## src/core_pkg.sv

```systemverilog
`default_nettype none

package core_pkg;

  typedef logic [4:0] reg_addr_t; // Register index

  // Major opcodes, prefixed opc_ so they stay apart from op_e names
  typedef enum logic [6:0] {
    opc_reg    = 7'b0110011,
    opc_imm    = 7'b0010011,
    opc_lui    = 7'b0110111,
    opc_branch = 7'b1100011,
    opc_jal    = 7'b1101111
  } opcode_t;

  // Operations understood by execute, nop first so a cleared slot is a nop
  typedef enum logic [3:0] {
    op_nop,
    op_add,
    op_sub,
    op_and,
    op_or,
    op_xor,
    op_slt,
    op_lui,
    op_beq,
    op_bne,
    op_blt,
    op_jal
  } op_e;

  typedef struct packed {
    logic [6:0] funct7;
    reg_addr_t  rs2;
    reg_addr_t  rs1;
    logic [2:0] funct3;
    reg_addr_t  rd;
    logic [6:0] opcode;
  } instr_r_t;

  // B layout, J immediate is also picked out of these fields
  typedef struct packed {
    logic       imm_12;   // Bit 31, also J imm[20]
    logic [5:0] imm_10_5; // Bits 30:25
    reg_addr_t  rs2;
    reg_addr_t  rs1;
    logic [2:0] funct3;
    logic [3:0] imm_4_1;  // Bits 11:8
    logic       imm_11;   // Bit 7
    logic [6:0] opcode;
  } instr_b_t;

  typedef union packed {
    instr_r_t r; // R/I/U view
    instr_b_t b; // B/J view
  } instr_u;

  localparam logic [31:0] nop_word = 32'h0000_0013; // addi x0,x0,0

endpackage

`default_nettype wire

```

## src/issue_if.sv

```systemverilog
`timescale 1ns/10ps
`default_nettype none

// One decoded instruction sitting in the ID/EX register
interface issue_if #(
  parameter int xlen = 64
) ();

  logic                valid; // ID/EX holds a real instruction
  core_pkg::op_e       op;
  logic [xlen-1:0]     rs1_val;
  logic [xlen-1:0]     rs2_val;
  logic [xlen-1:0]     imm;
  core_pkg::reg_addr_t rd;    // Zero for non-writing ops
  logic [xlen-1:0]     pc;

  modport source (output valid, op, rs1_val, rs2_val, imm, rd, pc);
  modport sink (input valid, op, rs1_val, rs2_val, imm, rd, pc);

endinterface

`default_nettype wire

```

## src/decode_unit.sv

```systemverilog
`timescale 1ns/10ps
`default_nettype none

module decode_unit #(
  parameter int xlen = 64
) (
  input  logic                clk,
  input  logic                reset,
  input  logic                fetch_valid,
  input  core_pkg::instr_u    fetch_instr,
  input  logic [xlen-1:0]     fetch_pc,
  input  logic                redirect,
  input  logic [xlen-1:0]     rd_data1,
  input  logic [xlen-1:0]     rd_data2,
  output core_pkg::reg_addr_t rd_addr1,
  output core_pkg::reg_addr_t rd_addr2,
  output logic                stall,
  issue_if.source             issue
);

  core_pkg::instr_u    instr;
  core_pkg::op_e       op_next;
  core_pkg::reg_addr_t rd_next;
  logic [xlen-1:0]     imm_next;
  logic                use_rs1;
  logic                use_rs2;
  logic                hazard1;
  logic                hazard2;

  // Empty slot decodes as a nop, so it reads x0 and never stalls
  assign instr = fetch_valid ? fetch_instr : core_pkg::nop_word;

  always_comb begin
    op_next  = core_pkg::op_nop;
    rd_next  = instr.r.rd;
    imm_next = '0; // Register forms keep a zero imm
    use_rs1  = 1'b0;
    use_rs2  = 1'b0;
    case (core_pkg::opcode_t'(instr.r.opcode))
      core_pkg::opc_reg: begin
        use_rs1 = 1'b1;
        use_rs2 = 1'b1;
        case ({instr.r.funct7, instr.r.funct3})
          {7'b0000000, 3'b000}: op_next = core_pkg::op_add;
          {7'b0100000, 3'b000}: op_next = core_pkg::op_sub;
          {7'b0000000, 3'b111}: op_next = core_pkg::op_and;
          {7'b0000000, 3'b110}: op_next = core_pkg::op_or;
          {7'b0000000, 3'b100}: op_next = core_pkg::op_xor;
          {7'b0000000, 3'b010}: op_next = core_pkg::op_slt;
          default: op_next = core_pkg::op_nop;
        endcase
      end
      core_pkg::opc_imm: begin
        use_rs1  = 1'b1; // rs2 stays x0, so rs2_val reads zero
        imm_next = $signed({instr.r.funct7, instr.r.rs2}); // I imm
        case (instr.r.funct3)
          3'b000:  op_next = core_pkg::op_add;
          3'b111:  op_next = core_pkg::op_and;
          3'b110:  op_next = core_pkg::op_or;
          3'b100:  op_next = core_pkg::op_xor;
          3'b010:  op_next = core_pkg::op_slt;
          default: op_next = core_pkg::op_nop;
        endcase
      end
      core_pkg::opc_lui: begin
        op_next  = core_pkg::op_lui;
        imm_next = $signed({instr.r.funct7, instr.r.rs2, instr.r.rs1, instr.r.funct3, 12'b0});
      end
      core_pkg::opc_branch: begin
        use_rs1  = 1'b1;
        use_rs2  = 1'b1;
        rd_next  = '0; // Branches write nothing
        imm_next = $signed({instr.b.imm_12, instr.b.imm_11, instr.b.imm_10_5,
                            instr.b.imm_4_1, 1'b0});
        case (instr.b.funct3)
          3'b000:  op_next = core_pkg::op_beq;
          3'b001:  op_next = core_pkg::op_bne;
          3'b100:  op_next = core_pkg::op_blt;
          default: op_next = core_pkg::op_nop;
        endcase
      end
      core_pkg::opc_jal: begin
        op_next  = core_pkg::op_jal;
        // imm[20|19:12|11|10:5|4:1] scattered over the B fields
        imm_next = $signed({instr.b.imm_12, instr.b.rs1, instr.b.funct3, instr.b.rs2[0],
                            instr.b.imm_10_5, instr.b.rs2[4:1], 1'b0});
      end
      default: op_next = core_pkg::op_nop;
    endcase
    if (op_next == core_pkg::op_nop) begin
      rd_next = '0; // Unknown encoding, no write and no reads
      use_rs1 = 1'b0;
      use_rs2 = 1'b0;
    end
  end

  assign rd_addr1 = use_rs1 ? instr.r.rs1 : '0;
  assign rd_addr2 = use_rs2 ? instr.r.rs2 : '0;

  // Producer still in ID/EX, commit-stage producers are bypassed by the register file
  assign hazard1 = (rd_addr1 != '0) && (rd_addr1 == issue.rd);
  assign hazard2 = (rd_addr2 != '0) && (rd_addr2 == issue.rd);
  assign stall   = issue.valid && (hazard1 || hazard2);

  always_ff @(posedge clk) begin
    if (reset) begin
      issue.valid <= 1'b0;
    end else begin
      issue.valid <= fetch_valid && !stall && !redirect; // Bubble on stall or flush
    end
  end

  // ID/EX payload
  always_ff @(posedge clk) begin
    issue.op      <= op_next;
    issue.rd      <= rd_next;
    issue.rs1_val <= rd_data1;
    issue.rs2_val <= rd_data2;
    issue.imm     <= imm_next;
    issue.pc      <= fetch_pc;
  end

endmodule

`default_nettype wire

```

## src/flat_wrapper.sv

```systemverilog
// flat-port wrapper written by rule: the top's interface ports become plain ports
module decode_unit_flat 
#(
  parameter int xlen = 64
)
  (clk, reset, fetch_valid, fetch_instr, fetch_pc, redirect, rd_data1, rd_data2, rd_addr1, rd_addr2, stall, issue_valid, issue_op, issue_rs1_val, issue_rs2_val, issue_imm, issue_rd, issue_pc);
  issue_if #(.xlen(xlen)) issue_i ();
  input  logic clk;
  input  logic reset;
  input  logic fetch_valid;
  input  core_pkg::instr_u fetch_instr;
  input  logic [xlen-1:0] fetch_pc;
  input  logic redirect;
  input  logic [xlen-1:0] rd_data1;
  input  logic [xlen-1:0] rd_data2;
  output core_pkg::reg_addr_t rd_addr1;
  output core_pkg::reg_addr_t rd_addr2;
  output logic stall;
  output wire logic [$bits(issue_i.valid)-1:0] issue_valid;
  output wire logic [$bits(issue_i.op)-1:0] issue_op;
  output wire logic [$bits(issue_i.rs1_val)-1:0] issue_rs1_val;
  output wire logic [$bits(issue_i.rs2_val)-1:0] issue_rs2_val;
  output wire logic [$bits(issue_i.imm)-1:0] issue_imm;
  output wire logic [$bits(issue_i.rd)-1:0] issue_rd;
  output wire logic [$bits(issue_i.pc)-1:0] issue_pc;
  assign issue_valid = issue_i.valid;
  assign issue_op = issue_i.op;
  assign issue_rs1_val = issue_i.rs1_val;
  assign issue_rs2_val = issue_i.rs2_val;
  assign issue_imm = issue_i.imm;
  assign issue_rd = issue_i.rd;
  assign issue_pc = issue_i.pc;
  decode_unit #(.xlen(xlen)) u_core (.clk(clk), .reset(reset), .fetch_valid(fetch_valid), .fetch_instr(fetch_instr), .fetch_pc(fetch_pc), .redirect(redirect), .rd_data1(rd_data1), .rd_data2(rd_data2), .rd_addr1(rd_addr1), .rd_addr2(rd_addr2), .stall(stall), .issue(issue_i));
endmodule
```

## config.mk

```make
export PLATFORM = sky130hd
export DESIGN_NAME = decode_unit_flat
export DESIGN_NICKNAME = d
export VERILOG_FILES = /design/src/core_pkg.sv /design/src/issue_if.sv /design/src/decode_unit.sv /design/src/flat_wrapper.sv
export SDC_FILE = /design/constraint.sdc
export NUM_CORES = 1
export LEC_CHECK = 0
export BUFFER_PORTS_ARGS = -buffer_cell sky130_fd_sc_hd__buf_2
export CAP_MARGIN = 20
export CORE_AREA = 4 4 196 198
export DETAILED_ROUTE_END_ITERATION = 10
export DIE_AREA = 0 0 200 202
export PLACE_DENSITY_LB_ADDON = 0.15
export RECOVER_POWER = 25
export REMOVE_ABC_BUFFERS = 1
export SYNTH_ARGS = -nofsm -noshare
export SYNTH_HDL_FRONTEND = slang
export SYNTH_SLANG_ARGS = --single-unit
```

## constraint.sdc

```tcl
create_clock -name clk -period 3.2 [get_ports clk]
set_input_delay 0.32 -clock clk [delete_from_list [all_inputs] [get_ports clk]]
set_output_delay 0.32 -clock clk [all_outputs]
set_load 0.01 [all_outputs]
```

## Yosys cells after proc, flatten, opt, wreduce, memory -nomap -nowiden

Cells that the tools add are included.

- Register bits: 266
- Input bits: 228
- Output and inout bits: 277
- Logic and storage cells: 52

- Equal/unequal tests: 17
- Multiplexer cells: 12
- Reductions and logical operators: 16

Operators by type and width:

| kind | number |
|---|---|
| $pmux 64 s4 | 1 |
| $mux 32 | 1 |
| $eq 10x3->1 const B | 3 |
| $pmux 4 s5 | 1 |
| $pmux 3 s6 | 1 |
| $pmux 3 s5 | 1 |
| $eq 7x6->1 const B | 2 |
| $eq 7x7->1 const B | 2 |
| $pmux 4 s3 | 1 |
| $eq 10x2->1 const B | 1 |
| $eq 10x9->1 const B | 1 |
| $eq 5x5->1 | 2 |
| $logic_not 10->1 | 1 |
| $mux 5 | 2 |
| $reduce_bool 5->1 | 2 |
| $eq 3x3->1 const B | 3 |
| $eq 7x5->1 const B | 1 |
| $logic_and 1x1->1 | 5 |
| $logic_not 4->1 | 1 |
| $mux 1 | 4 |
| $reduce_or 2->1 | 2 |
| $eq 3x1->1 const B | 1 |
| $eq 3x2->1 const B | 1 |
| $logic_not 3->1 | 1 |
| 3 further kinds | 4 |

## Logic depth before layout (Yosys ltp)

- Depth in word-level cells: 14
- Gate-level depth with buffers: 8
- Gate-level depth less buffers: 6

## Worst setup path before layout

OpenSTA, ideal clock, no wires.

- Kind: input -> output
- Start: in fetch_instr[4] in the netlist's numbering
- End: out rd_addr1[0]
- Data arrival time: 1880 ps
- Required time: 2880 ps
- Setup slack: 1000 ps
- Stages: 8
- Path buffers: 2
- Cells stage by stage: buf_4 > or3b_4 > a211oi_4 > a311oi_2 > nand3b_2 > o31a_4 > buf_6 > and3_1

- Cells in the longest elaborated chain, start to end: 6
- Elaborated cells on any way between the ends: 12

Ends and longest elaborated chain:

| item | line | text |
|---|---|---|
| from (decl) | flat_wrapper.sv:11 | `input core_pkg::instr_u fetch_instr;` |
| $mux 32 * | decode_unit.sv:31 | `assign instr = fetch_valid ? fetch_instr : core_pkg::nop_word;` |
| $eq 7x7->1, or another cell as far along | decode_unit.sv:39 | `case (core_pkg::opcode_t'(instr.r.opcode))` |
| $pmux 4 s5 / $reduce_or 3->1 (equally long branches) | n/a |  |
| $logic_not 4->1 / $mux 1 (equally long branches) | decode_unit.sv:90, decode_unit.sv:39 |  |
| $mux 1 * | decode_unit.sv:90 | `if (op_next == core_pkg::op_nop) begin` |
| $mux 5 * | decode_unit.sv:97 | `assign rd_addr1 = use_rs1 ? instr.r.rs1 : '0;` |
| to (decl) | flat_wrapper.sv:16 | `output core_pkg::reg_addr_t rd_addr1;` |

Every way passes the cells marked *; elsewhere a longest branch is shown, timed or not.

## Worst setup path in the final report

- Start: in fetch_instr[26] in the netlist's numbering
- End: out rd_addr2[4]

- Cells in the longest elaborated chain, start to end: 7
- Elaborated cells on any way between the ends: 12

Ends and longest elaborated chain:

| item | line | text |
|---|---|---|
| $mux 32 * | decode_unit.sv:31 |  |
| $eq 10x2->1, or another cell as far along | decode_unit.sv:43 | `case ({instr.r.funct7, instr.r.funct3})` |
| $pmux 3 s6 * | decode_unit.sv:43 |  |
| $pmux 4 s5 * | decode_unit.sv:39 |  |
| $logic_not 4->1 * | decode_unit.sv:90 |  |
| $mux 1 * | decode_unit.sv:90 |  |
| $mux 5 * | decode_unit.sv:98 | `assign rd_addr2 = use_rs2 ? instr.r.rs2 : '0;` |
| to (decl) | flat_wrapper.sv:17 | `output core_pkg::reg_addr_t rd_addr2;` |

Marked as above.

==> impl_metrics.json <==
{
  "intPower_w": 0.005101,
  "antenna_found_initial": 1,
  "drtAntennaViolNets": 0,
  "hold_path_class": "in -> reg",
  "dp_hpwl_um": 20090,
  "gp_congestion": 0.7424,
  "fillers": 3723,
  "hold_viol": 0,
  "grt_overflow": 0,
  "multiInputGateArea_um2": 994.7,
  "firstDrtPassIters": 4,
  "die_w_um": 200,
  "grt_setup_unrepaired": "false",
  "regArea_mm2": 0.004684,
  "synth_commonest_cells": "dfxtp_1, buf_4, a21o_1",
  "avgViaCountPerCell": 3.513,
  "pwr-share-comb": 0.106,
  "clk_latency_ns": 0.54,
  "drive_above_1_share": 0.4978,
  "synth_top_area_share": 0.7838,
  "async_flop_share": 0,
  "synth-edff-count": 0,
  "crit_type": "in -> out",
  "crit_chain": "dlygate4sd3_1 -> buf_2 -> nor3_2 -> nand4b_1 -> or2_2 -> nor3_1 -> o31a_4 -> and3_1 -> buf_2",
  "vias": 5617,
  "worstMarginPinSlew_ns": 0.7315,
  "crit_path_frequent_cell": "buf_2",
  "instances_no_fill": 1599,
  "slowest_delay_ns": 0.54,
  "start_util": 0.1637,
  "drtIter0Drc": 151,
  "htreeDepth": 1,
  "setup_viol": 0,
  "path_buf_inv": 3,
  "cts_tree": "built",
  "synth_ff_type": "dfxtp_1",
  "seqPwrFrac": 0.465,
  "fmax_mhz": 337.0,
  "io_buffers": 504,
  "maxSlewViolCount": 0,
  "required_ns": 2.88,
  "wire_per_inst_um": 16.22,
  "cp_top_family": "simple AND/OR/NAND/NOR gates",
  "placedCellCount": 1353,
  "end_kind": "primary output",
  "grt_use_total": 0.1175,
  "yosys.area.top_type": "dfxtp_1",
  "fin_skew_ns": 0.0002290,
  "min_period_ns": 2.967,
  "synthToLayoutAreaGrowth_pct": 94.77,
  "yosys.cell_types.count": 51,
  "critPathMaxFanout": 15,
  "die_y_um": 202,
  "root_buffer": "clkbuf_16",
  "sw_frac_of_total": 0.2343,
  "synth_warnings": 0,
  "drt-total-wl_um": 25940,
  "drc": 0,
  "relSlewSlack": 0.5124,
  "max_cap_violations": 0,
  "clk_pin_slew_ns": 0.06,
  "layout_setup_ws_ns": 0.2328,
  "grt_pass1_vias": 6072,
  "grt_max_degree": 34,
  "p_sw_w": 0.001561,
  "pre_cts_ws_ns": 0.7027,
  "power_frac_clock": 0.429,
  "io_pins": 505,
  "ir_worst_vdd_uv": 358.1,
  "leakagePower_nw": 5.833,
  "cts_made_buffers": 27,
  "cp-start-kind": "primary input",
  "power-per-cell-area_mw_per_mm2": 572.3,
  "antennaDiodeCount": 0,
  "cp.arrival_ns": 2.65,
  "synth.yosys.seq_area_share": 0.7838,
  "dieArea_mm2": 0.04040,
  "yosys-top-cells-area": "dfxtp_1, buf_4, a21o_1",
  "syn_area_mm2": 0.005977,
  "avgSynthCellArea_um2": 14.26,
  "synthCells": 419,
  "row_count": 70,
  "setup_tns_ns": 0,
  "status": "finished, final reports clean",
  "clockBufferDepth": 3,
  "finish.net_count": 1342,
  "fin_crit_sh": 0.9272,
  "grt_first_pass_wirelength_um": 36560,
  "core_area_mm2": 0.03652,
  "synth-seq-cells": 234,
  "hold-worst-slack_ns": 0.03377,
  "crit_path_top_delay_cell": "dlygate4sd3_1",
  "numClockSinks": 234,
  "post_cts_buffers": 0,
  "yosysMostFrequentCell": "dfxtp_1"
}
-- path summary, 6_finish.rpt --
path | from | end | slack, ns | cells past startpoint
max | fetch_instr[26] | rd_addr2[4] | 0.23 | 9
min | fetch_instr[17] | u_core.issue.imm[17] | 0.03 | 2
max reg2reg | u_core.issue.rd[2] | u_core.issue.valid | 2.02 | 5
min reg2reg | u_core.issue.valid | u_core.issue.valid | 0.83 | 4
-- repair_timing --
item | 4_1_cts | 5_1_grt
hold buffers | 200 | 0
resized for setup | 0 | 1
hold endpoints to repair | 203 | 0
endpoints found under the setup margin | 0 | 1
-- cells by family (layout without fill, tap and decap cells) --
logic type | Yosys count | count (layout) | share of synthesized area
flip-flops | 234 | 234 | 0.7838
AO/OA/AOI/OAI | 47 | 47 | 0.06280
buffers and inverters | 44 | 756 | 0.05150
XOR/XNOR | 10 | 10 | 0.01465
AND/OR/NAND/NOR | 84 | 84 | 0.08729
-- through the flow --
stage | instance area, µm² | total power [W] | utilization
2_1_floorplan | 5677 | 0.003308 | -
3_3_place_gp | 8820 | 0.003678 | 0.2415
3_5_place_dp | 8820 | 0.003678 | 0.2415
4_1_cts | 11640 | 0.006810 | 0.3186
5_1_grt | 11640 | 0.006991 | 0.3187
6_report | 11640 | 0.006663 | 0.3187
-- power by group through the flow --
stage,Combinational (W),Sequential [W],Clock [W]
after CTS,0.000719,0.00310,0.00299
after global placement,0.000516,0.00316,0
after global routing,0.000767,0.00311,0.00311
after detailed placement,0.000515,0.00316,0
final,0.000707,0.00310,0.00286
after floorplan,0.0000550,0.00325,0
-- sequential cells by signal, indices dropped and copies added (netlist names) --
name / count
u_core.issue.rd: 5
u_core.issue.op: 4
u_core.issue.rs1_val: 64
u_core.issue.rs2_val: 64
u_core.issue.pc: 64
u_core.issue.imm: 32
u_core.issue.valid: 1
-- per-layer routing --
layer	share of wire	track usage	routed length (µm)
met1	0.37	0.1263	9576
met2	0.50	0.2123	12920
met3	0.11	0.04567	2768
met4	0.026	0.03275	671
met5	0	0	0
-- area by class of cell --
cell class / instances / area share
sequential: 234 / 0.4024
timing repair buffer: 708 / 0.3911
multi-input combinational: 141 / 0.08545
clock buffer: 38 / 0.06503
tap: 468 / 0.05030
clock inverter: 8 / 0.005052
inverter: 2 / 0.0006449
-- cells in the final DEF, fill, tap and decap left out, drive strengths merged, types with 3 or more instances in the layout --
cell type and n:
nor2 10, nor3 10, clkbuf 39, xnor2 9, nand3b 3, clkinv 6
and3 15, nor2b 9, a21oi 8, a21o 18, dlygate4sd3 200, nand3 3
buf 507, inv 4, nand2 8, a22oi 4, dfxtp 234, nand4b 3
and2 7
Power figures use the tool's default switching activity.
