[src/core_pkg.sv]
`default_nettype none

package core_pkg;

  typedef logic [4:0] reg_addr_t; // Register index

  // Major opcodes, prefixed opc_ so they stay apart from op_e names
  typedef enum logic [6:0] {
    opc_reg    = 7'b0110011,
    opc_imm    = 7'b0010011,
    opc_lui    = 7'b0110111,
    opc_branch = 7'b1100011,
    opc_jal    = 7'b1101111
  } opcode_t;

  // Operations understood by execute, nop first so a cleared slot is a nop
  typedef enum logic [3:0] {
    op_nop,
    op_add,
    op_sub,
    op_and,
    op_or,
    op_xor,
    op_slt,
    op_lui,
    op_beq,
    op_bne,
    op_blt,
    op_jal
  } op_e;

  typedef struct packed {
    logic [6:0] funct7;
    reg_addr_t  rs2;
    reg_addr_t  rs1;
    logic [2:0] funct3;
    reg_addr_t  rd;
    logic [6:0] opcode;
  } instr_r_t;

  // B layout, J immediate is also picked out of these fields
  typedef struct packed {
    logic       imm_12;   // Bit 31, also J imm[20]
    logic [5:0] imm_10_5; // Bits 30:25
    reg_addr_t  rs2;
    reg_addr_t  rs1;
    logic [2:0] funct3;
    logic [3:0] imm_4_1;  // Bits 11:8
    logic       imm_11;   // Bit 7
    logic [6:0] opcode;
  } instr_b_t;

  typedef union packed {
    instr_r_t r; // R/I/U view
    instr_b_t b; // B/J view
  } instr_u;

  localparam logic [31:0] nop_word = 32'h0000_0013; // addi x0,x0,0

endpackage

`default_nettype wire

[src/issue_if.sv]
`timescale 1ns/10ps
`default_nettype none

// One decoded instruction sitting in the ID/EX register
interface issue_if #(
  parameter int xlen = 64
) ();

  logic                valid; // ID/EX holds a real instruction
  core_pkg::op_e       op;
  logic [xlen-1:0]     rs1_val;
  logic [xlen-1:0]     rs2_val;
  logic [xlen-1:0]     imm;
  core_pkg::reg_addr_t rd;    // Zero for non-writing ops
  logic [xlen-1:0]     pc;

  modport source (output valid, op, rs1_val, rs2_val, imm, rd, pc);
  modport sink (input valid, op, rs1_val, rs2_val, imm, rd, pc);

endinterface

`default_nettype wire

[src/branch_unit.sv]
`timescale 1ns/10ps
`default_nettype none

module branch_unit #(
  parameter int xlen = 64
) (
  issue_if.sink           issue,
  output logic            taken,
  output logic [xlen-1:0] target,
  output logic [xlen-1:0] link
);

  logic cond;

  assign target = issue.pc + issue.imm; // B or J offset
  assign link   = issue.pc + xlen'(4);  // Return address for jal

  always_comb begin
    case (issue.op)
      core_pkg::op_beq: cond = issue.rs1_val == issue.rs2_val;
      core_pkg::op_bne: cond = issue.rs1_val != issue.rs2_val;
      core_pkg::op_blt: cond = $signed(issue.rs1_val) < $signed(issue.rs2_val);
      core_pkg::op_jal: cond = 1'b1;
      default:          cond = 1'b0; // Value ops never redirect
    endcase
  end

  // Bubbles never branch
  assign taken = issue.valid && cond;

endmodule

`default_nettype wire

[src/flat_wrapper.sv]
// flat-port wrapper written by rule: the top's interface ports become plain ports
module branch_unit_flat 
#(
  parameter int xlen = 64
)
  (taken, target, link, issue_valid, issue_op, issue_rs1_val, issue_rs2_val, issue_imm, issue_rd, issue_pc);
  issue_if #(.xlen(xlen)) issue_i ();
  output logic taken;
  output logic [xlen-1:0] target;
  output logic [xlen-1:0] link;
  input wire logic [$bits(issue_i.valid)-1:0] issue_valid;
  input wire logic [$bits(issue_i.op)-1:0] issue_op;
  input wire logic [$bits(issue_i.rs1_val)-1:0] issue_rs1_val;
  input wire logic [$bits(issue_i.rs2_val)-1:0] issue_rs2_val;
  input wire logic [$bits(issue_i.imm)-1:0] issue_imm;
  input wire logic [$bits(issue_i.rd)-1:0] issue_rd;
  input wire logic [$bits(issue_i.pc)-1:0] issue_pc;
  assign issue_i.valid = issue_valid;
  assign issue_i.op = issue_op;
  assign issue_i.rs1_val = issue_rs1_val;
  assign issue_i.rs2_val = issue_rs2_val;
  assign issue_i.imm = issue_imm;
  assign issue_i.rd = issue_rd;
  assign issue_i.pc = issue_pc;
  branch_unit #(.xlen(xlen)) u_core (.issue(issue_i), .taken(taken), .target(target), .link(link));
endmodule
[config.mk]
export PLATFORM = sky130hd
export DESIGN_NAME = branch_unit_flat
export DESIGN_NICKNAME = d
export VERILOG_FILES = /design/src/core_pkg.sv /design/src/issue_if.sv /design/src/branch_unit.sv /design/src/flat_wrapper.sv
export SDC_FILE = /design/constraint.sdc
export NUM_CORES = 1
export LEC_CHECK = 0
export ABC_AREA = 1
export BUFFER_PORTS_ARGS = -buffer_cell sky130_fd_sc_hd__buf_2
export CORE_AREA = 2 2 152 154
export DETAILED_ROUTE_END_ITERATION = 10
export DIE_AREA = 0 0 154 156
export PLACE_DENSITY = 0.69
export SYNTH_ARGS = -nofsm -noshare
export SYNTH_HDL_FRONTEND = slang
export SYNTH_SLANG_ARGS = --single-unit
[constraint.sdc]
create_clock -name vclk -period 5.63
set_clock_uncertainty 0.15 [all_clocks]
set_input_delay 0.2815 -clock vclk [all_inputs]
set_output_delay 0.2815 -clock vclk [all_outputs]
set_load 0.02 [all_outputs]
### After elaboration in Yosys (flattened, before gate mapping)

Cells that the tools add are included.

* logic and storage cells: 11
* flip-flop bits (word level): 0
* input bits: 266
* output and inout port bits: 129

* $lt $le $gt $ge: 1
* equality and inequality tests: 6
* muxes and demuxes: 1
* reduce and logical (&&, ||, !) cells: 1
* add/subtract/negate cells: 2

Operators by type and width (number)
* $add 64x3->64 const B: 1
* $add 64x64->64: 1
* $eq 64x64->1: 1
* $lt 64x64->1: 1
* $ne 64x64->1: 1
* $eq 4x4->1 const B: 4
* $pmux 1 s4: 1
* $logic_and 1x1->1: 1

### Longest topological paths before layout

Gate-level depths: netlist (run 1).

* depth in word-level cells: 3
* depth in mapped cells: 19
* gate-level depth less buffers: 19

### Worst setup path after synthesis (run 1)

Ideal clock, no wire load.

* path kind: input port to output port
* from: input issue_pc[0]
* to: output target[26]
* required time: 5.199 ns
* stages on the path: 13
* path buffers: 0
* arrival time: 2.127 ns
* slack: 3.072 ns
* cell sequence: ha_1 > inv_1 > fa_1 > inv_1 > nand3_1 > nand2_1 > nand2_1 > nand2_1 > a21oi_1 > o21ai_2 > nand2_1 > nand2_1 > xor2_1

* longest elaborated chain between the ends: 1

RTL lines
* start, declared: line flat_wrapper.sv:17 `input wire logic [$bits(issue_i.pc)-1:0] issue_pc;`
* $add 64x64->64: line branch_unit.sv:15 `assign target = issue.pc + issue.imm;`
* end, declared: line flat_wrapper.sv:9 `output logic [xlen-1:0] target;`

No other way between the ends.

### Worst setup path in the final report (run 1)

* from: input issue_pc[0]
* to: output target[58]

Same word-level chain as after synthesis.

==> results by group, run 1 <==
Synthesis
  – Mapped Cells: 1548
  – Post-synthesis cell area: 8363 um2
  – Area contributors post-synth: ha_1 19%, nand2_1 17%, inv_1 13%
  – Mean Syn Cell Area: 5.402 um2
  – Top cell type's share of synthesized area: 19.15%
  – Ys Warns: 0
  – Syn_nets: 1943
  – Seq/Total Area, Yosys: 0%
  – Synth unique cells: 40
  – Leading area contributor after synthesis: ha_1

Cells and area
  – Final Core Density: 47.71%
  – Seq_cells: 0
  – P&R area growth vs syn: 27.60%
  – Clock buffer count: 0
  – Layout cell share with drive strength beyond 1: 22.11%
  – FF/Latch Area: 0 um2
  – Nets: 2333

Route
  – Initial DRC Count: 878
  – WL final: 40550 um
  – Vias: 11626
  – Avg WL per Cell: 18.21 um
  – Pre-antenna DRT Iters: 7
  – DR vias/cell: 5.220
  – Remaining antenna violation count: 0
  – Drc violations: 0

Global route
  – GR Overflow Total: 0
  – Largest net degree at the start of global routing: 8
  – Number of global-route vias before repair: 11159
  – M1 GR Usage: 37.72%
  – GR Layer Usage met2: 59.49%
  – GRT Overall Usage: 31.88%
  – Most used routing layer: met2
  – Initial antenna violation count: 6
  – Routing usage on met3: 3.056%
  – First-pass GRT wire length: 59240 um

Place
  – GP Congestion: 0.9978
  – Worst setup slack after placement: 2.505 ns
  – HPWL Detailed: 36800 um
  – Port buffer count: 390

Pwr
  – Peak supply drop: 0.00008335 V
  – Power density of the placed cells: 107.3 nW/um2
  – Power, Total: 1.145 mW
  – Leakage Power: 6.010 nW

Die
  – Rows: 55
  – I/O pin count: 395
  – Initial Util: 37.39%
  – Die height: 156 um
  – Die area: 24020 um2
  – Die W: 154 um
  – Core box area: 22370 um2

Hold path
  – Worst hold path type: in2out
  – Worst Hold Endpoint: link[0]
  – Hold Path Depth: 2
  – Min-Delay Startpoint: issue_pc[0]

Timing
  – Fin crit share: 55.66%
  – Peak Freq: 319.1 MHz
  – Hold Slack: 0.6537 ns
  – RSZ-0062 raised after global routing: false
  – Min Tclk post-route: 3.133 ns
  – Slew headroom: 60.32%
  – Setup Viol. Count Final: 0
  – Setup TNS: 0 ns
  – Final hold vios: 0
  – Max-slew violation count: 0
  – Setup ws final: 2.497 ns
  – Worst-margin pin slew: 0.5906 ns

Clock network
  – Resize count post-CTS: 0
  – Postcts setup bufs: 0
  – Hold-fix buffers, CTS: 0

Critical path
  – CP Max Fanout: 5
  – CP arrival: 2.70 ns
  – Setup CP Type: in2out
  – Worst setup EP type: output port
  – Critical path required time: 5.20 ns
  – Launching element type of the critical path: primary input

Outcome
  – Status: finished clean

Run
  – Max Cap Viol: 0
-- cell type report --
| class | instances | area, um2 |
|---|---|---|
| Timing Repair Buffer | 390 | 1952 |
| Fill cell | 2526 | 11690 |
| Inverter | 294 | 1104 |
| Tap cell | 285 | 356.6 |
| Multi-Input combinational cell | 1252 | 7244 |
| Antenna cell | 6 | 15.01 |
-- per-stage QoR --
step           instances  cell area, um2
3_5_place_dp        2221           10660
4_1_cts             2221           10660
6_report            2227           10670
5_1_grt             2226           10670
2_1_floorplan       1548            8363
3_3_place_gp        2221           10660
-- critical path, cell delays in order --
cell	delay (ns)
buf_2	0.09
ha_1	0.22
inv_1	0.07
fa_1	0.40
inv_1	0.10
nand3_1	0.07
nand2_1	0.19
nand2_1	0.08
nand2_1	0.16
a21oi_1	0.14
o21ai_2	0.21
nand2_1	0.09
nand2_1	0.14
nand2_1	0.13
nand2_1	0.09
nand2_1	0.05
nand2_1	0.04
buf_2	0.15
-- how the worst max path moves through the flow --
stage | startpoint | to | slack, ns | cells after the start
floorplan | issue_pc[0] | target[26] | 3.07 | 13
global placement | issue_pc[0] | target[58] | 2.54 | 18
detailed placement | issue_pc[0] | target[58] | 2.51 | 18
CTS | issue_pc[0] | target[58] | 2.51 | 18
global route | issue_pc[0] | target[58] | 2.29 | 18
finish | issue_pc[0] | target[58] | 2.50 | 18
-- power breakdown --
part	internal, mW	total, mW	switching [mW]
Combinational	0.388	1.15	0.757
Clock	0.000000143	0.000000143	0
Sequential	0	0	0
Total	0.388	1.15	0.757
-- layer usage --
layer,routed length (um),up-vias
met3,2864,91
met5,0,-
met4,1804,0
met1,15980,5278
met2,19900,500
li1,-,5757
-- cell families (layout without fill, tap and decap cells) --
group	after synthesis	after routing	synth area share, %
compound gates	227	227	14.69
buf+inv	296	684	13.38
other cells	0	6	0
simple gates	793	793	41.76
fa+ha+maj	129	129	19.39
xor+xnor	103	103	10.79
-- synth_stat cells, types with 3 or more instances --
cell	n
a21o_1	6
nand3b_1	4
inv_2	3
nand4_1	35
nor2_1	213
a31oi_1	5
o21ai_0	69
nand2_4	3
nand2_1	382
nor3_1	36
a21boi_0	3
nor2_4	6
nand3_2	4
nor3_2	4
or2_2	4
nor2_2	3
inv_1	291
ha_1	128
xor2_1	76
xnor2_1	27
o21a_1	8
nor4_1	9
a21oi_1	121
nand3_1	77
o21bai_1	10
-- cell usage in the layout (no fill, tap or decap), types with 4 or more instances in the layout --
master    instances
a21oi_1         121
buf_2           390
nor3_2            4
nand2_1         382
nand3_2           4
nand4_1          35
nor2_1          213
inv_1           291
diode_2           6
o21a_1            8
ha_1            128
o21ai_0          69
xor2_1           76
xnor2_1          27
or2_2             4
nand3_1          77
o21bai_1         10
a31oi_1           5
nor3_1           36
nor4_1            9
a21o_1            6
nand3b_1          4
nor2_4            6
Note: power is estimated with default switching activity, not from simulation.
==> run 2: changes to the inputs <==
- PLACE_DENSITY: 0.69 -> 0.71
- clock period: 5.63 -> 2.73 ns (I/O delays scaled with it)
==> run 2 against run 1 <==
  * Sequential cell count did not move
  * Combinational power up 110%
  * Utilization grew 0.70 points
  * Routed wire length down 1.2%
  * Via count hardly changed
  * Setup slack got worse by 2.4 ns
  * Non-clock buffer count up 16
  * Final cell count grew 0.85%
  * Critical endpoint is now target[53]
==> results by group, run 2 (synthesis gave the netlist of run 1 again) <==
Timing
  – Min Tclk post-route: 2.637 ns
  – Peak Freq: 379.2 MHz
  – Worst-margin pin slew: 0.5653 ns
  – Final hold vios: 0
  – Setup Viol. Count Final: 0
  – Fin crit share: 96.60%
  – Setup ws final: 0.09286 ns
  – Slew headroom: 61.97%
  – Max-slew violation count: 0
  – Hold Slack: 0.3661 ns

Die
  – Rows: 55
  – Die W: 154 um
  – Die area: 24020 um2
  – Die height: 156 um
  – I/O pin count: 395
  – Initial Util: 37.39%
  – Core box area: 22370 um2

Cells and area
  – Final Core Density: 48.42%
  – Seq_cells: 0
  – Commonest non-fill, non-tap cell in the layout: buf_2
  – Layout cell share with drive strength beyond 1: 23.31%
  – Commonest non-fill, non-tap cells in the layout: 390 x buf_2, 379 x nand2_1, 290 x inv_1
  – FILL cells: 2536
  – Clock buffer count: 0
  – P&R area growth vs syn: 29.49%
  – FF/Latch Area: 0 um2
  – Nets: 2349

Critical path
  – Critical path required time: 2.44 ns
  – Launching element type of the critical path: primary input
  – CP Max Fanout: 5
  – Worst setup EP type: output port
  – CP arrival: 2.35 ns
  – Setup CP Type: in2out

Route
  – Vias: 11632
  – Pre-antenna DRT Iters: 5
  – Remaining antenna violation count: 0
  – Avg WL per Cell: 17.83 um
  – Drc violations: 0
  – WL final: 40060 um
  – DR vias/cell: 5.179
  – Initial DRC Count: 891

Place
  – HPWL Detailed: 36580 um
  – Worst setup slack after placement: 0.1100 ns
  – Port buffer count: 390
  – GP Congestion: 1.018

Global route
  – First-pass GRT wire length: 58780 um
  – Number of global-route vias before repair: 11127
  – Initial antenna violation count: 10
  – Largest net degree at the start of global routing: 8
  – GR Overflow Total: 0
  – GRT Overall Usage: 31.46%

Pwr
  – Peak supply drop: 0.0001802 V
  – Power density of the placed cells: 220.4 nW/um2
  – Leakage Power: 6.084 nW

Hold path
  – Worst hold path type: in2out

Run
  – Max Cap Viol: 0

Outcome
  – Status: finished clean
[run 2: cell types whose count changed in the layout (fill, tap and decap cells not counted), moves of 2 or more]
cell     before  now
buf_4         0   16
ha_2          0    2
ha_1        128  126
nand2_1     382  379
a21oi_2       0    4
diode_2       6    9
o21ai_0      69   67
o21ai_1       0    2
a21oi_1     121  117
nand2_2       0    3
[run 2: power by group]
| group | total [mW] | internal, mW | switching, mW |
|---|---|---|---|
| clock network | 0.000000442 | 0.000000442 | 0 |
| registers | 0 | 0 | 0 |
| logic | 2.39 | 0.824 | 1.56 |
[run 2: critical path, cell delays in order]
cell and delay (ns):
buf_2 0.13, ha_1 0.35, a21oi_1 0.21, nand2_1 0.19, nand2_1 0.10, nand2_1 0.14
nand3_1 0.11, nand2_1 0.11, nand2_1 0.09, nand3_1 0.12, nand2_1 0.09, nand3_1 0.15
xor2_1 0.22, buf_2 0.20
[run 2: cell type report]
type / instances / area [um2] / area share (%)
Antenna cell: 9 / 22.52 / 0.2080
Inverter: 294 / 1104 / 10.19
Multi-Input combinational cell: 1252 / 7274 / 67.18
Tap cell: 285 / 356.6 / 3.293
Timing Repair Buffer: 406 / 2072 / 19.13
[run 2: routing by layer]
layer | share of wire (%) | track usage (%) | vias up
li1 | - | - | 5796
met1 | 39 | 36.76 | 5294
met2 | 50 | 59.51 | 470
met3 | 6.9 | 3.250 | 70
met4 | 3.8 | 10.81 | 2
met5 | 0.032 | 0 | -
[run 2: per-stage QoR]
step | std cells | total power [mW] | area, um2 | setup TNS (ns)
after detailed placement | 2236 | 2.333 | 10770 | 0
after global routing | 2244 | 2.606 | 10820 | -0.009257
final | 2246 | 2.387 | 10830 | 0
after CTS | 2236 | 2.348 | 10770 | 0
after global placement | 2236 | 2.327 | 10770 | 0
after floorplan | 1548 | 1.422 | 8363 | 0
[run 2: final timing paths]
| path | endpoint | startpoint | cells past startpoint | slack (ns) |
|---|---|---|---|---|
| max | target[53] | issue_pc[2] | 14 | 0.09 |
| min | link[0] | issue_pc[0] | 2 | 0.37 |
[run 2: what timing repair did]
item,CTS,global route
hold buffers,0,0
resized for setup,0,13
endpoints found under the setup margin,0,16
setup buffers,0,1
==> run 3: changes to the inputs <==
- BUFFER_PORTS_ARGS: -buffer_cell sky130_fd_sc_hd__buf_2 -> -buffer_cell sky130_fd_sc_hd__clkbuf_2
==> run 3 against run 2 <==
  * Total power up 0.73%
  * First-iteration DRC count up 2.8%
  * Final cell count up 0.22%
  * Sequential cell count unchanged
  * Highest routed layer is now met4
==> results by group, run 3 (synthesis gave the netlist of run 1 again) <==
Outcome
  – Status: finished clean

Pwr
  – Leakage Power: 6.212 nW
  – Power density of the placed cells: 220.6 nW/um2
  – Peak supply drop: 0.0001657 V
  – Switch Pwr: 1.576 mW
  – Clock Power Share: 0%
  – Sequential share of power: 0%
  – Combinational share of power: 100.0%
  – Internal power: 828.8 uW
  – Sw frac: 65.53%

Route
  – DR top layer: met4
  – Remaining antenna violation count: 0
  – Drc violations: 0
  – Initial DRC Count: 916
  – WL final: 40110 um
  – Met1 wire length: 15570 um
  – Met3 wire length: 2838 um
  – DR vias/cell: 5.213
  – DR WL met2: 19780 um
  – Avg WL per Cell: 17.82 um
  – Vias: 11734
  – Pre-antenna DRT Iters: 5

Timing
  – Setup TNS: 0 ns
  – Slew headroom: 61.48%
  – Peak Freq: 385.5 MHz
  – Max-slew violation count: 0
  – Min Tclk post-route: 2.594 ns
  – Worst-margin pin slew: 0.5734 ns
  – Final hold vios: 0
  – Setup Viol. Count Final: 0
  – Fin crit share: 95.02%

Global route
  – Number of global-route vias before repair: 11450
  – GRT Overall Usage: 31.85%
  – Initial antenna violation count: 5
  – Largest net degree at the start of global routing: 8
  – First-pass GRT wire length: 59660 um
  – GR Overflow Total: 0

Cells and area
  – Nets: 2358
  – Layout cell share with drive strength beyond 1: 23.81%
  – Clock buffer count: 0
  – FF/Latch Area: 0 um2
  – P&R area growth vs syn: 30.36%
  – Commonest non-fill, non-tap cell in the layout: clkbuf_2
  – Commonest non-fill, non-tap cells in the layout: 390 x clkbuf_2, 378 x nand2_1, 291 x inv_1
  – Seq_cells: 0
  – Fin area: 10900 um2

Critical path
  – Worst path most repeated cell: nand2_1
  – Launching element type of the critical path: primary input
  – CP Max Fanout: 5
  – Critical path required time: 2.44 ns
  – Worst path slowest cell: ha_1
  – CP Cell Sequence: clkbuf_2 > ha_1 > nand2_1 > nand2_1 > o21bai_1 > a21oi_1 > nand2_1 > nand2_1 > nand3_1 > nand2_1 > nand3_1 > xor2_1 > clkbuf_2
  – Crit path launch: issue_pc[8]
  – Cell family with most CP delay: simple AND/OR/NAND/NOR gates
  – CP arrival: 2.31 ns
  – CP peak stage delay: 0.40 ns
  – Crit path buf inv count: 2
  – Setup CP Type: in2out
  – Worst setup EP type: output port

Die
  – Initial Util: 37.39%
  – Core box area: 22370 um2
  – Die W: 154 um
  – Rows: 55
  – Die height: 156 um
  – Die area: 24020 um2
  – I/O pin count: 395

Place
  – Placed cell areas: 10840 um2
  – GP Congestion: 1.026
  – HPWL Detailed: 36630 um
  – Port buffer count: 390

Clock network
  – Hold-fix buffers, CTS: 0

Hold path
  – Min-Delay Startpoint: issue_pc[0]
  – Worst hold path type: in2out

Run
  – Max Cap Viol: 0
[run 3: cell count changes in the layout (fill, tap and decap cells not counted), sizes merged]
cell / before / now
clkbuf: 0 / 390
buf: 406 / 25
diode: 9 / 5
[run 3: routing by layer]
layer  up-vias  GRT usage (%)
met2       529          59.19
met4         0          13.97
li1       5802              -
met5         -              0
met3        88          2.750
met1      5315          37.23
[run 3: per-stage QoR]
stage | util (%) | hold slack (ns) | power (mW) | std cells | setup WS (ns)
6_report | 48.74 | 0.3614 | 2.405 | 2251 | 0.1358
3_5_place_dp | 48.45 | 0.3610 | 2.348 | 2245 | 0.02988
5_1_grt | 48.74 | 0.3653 | 2.633 | 2251 | -0.01805
3_3_place_gp | 48.45 | 0.3623 | 2.342 | 2245 | 0.1229
2_1_floorplan | - | 0.1996 | 1.422 | 1548 | 0.4619
4_1_cts | 48.45 | 0.3610 | 2.362 | 2245 | 0.02154
[run 3: path summary, 6_finish.rpt]
| path | end | slack (ns) | cells past startpoint |
|---|---|---|---|
| worst max-delay path | target[53] | 0.14 | 13 |
| worst min-delay path | link[0] | 0.36 | 2 |
[run 3: power by group through the flow]
stage          Combinational [mW]   Clock (mW)  Sequential [mW]
6_report                     2.40  0.000000246                0
5_1_grt                      2.63  0.000000245                0
4_1_cts                      2.36            0                0
3_5_place_dp                 2.35            0                0
2_1_floorplan                1.42            0                0
3_3_place_gp                 2.34            0                0
[run 3: final cells by class]
cell class | instances | area, um2
Antenna cell | 5 | 12.51
Fill cell | 2556 | 11460
Inverter | 294 | 1104
Multi-Input combinational cell | 1252 | 7289
Tap cell | 285 | 356.6
Timing Repair Buffer | 415 | 2140
[run 3: repair_timing]
action / 4_1_cts / 5_1_grt
resized for setup: 0 / 17
buffers inserted: 0 / 1
setup endpoints to repair: 0 / 19
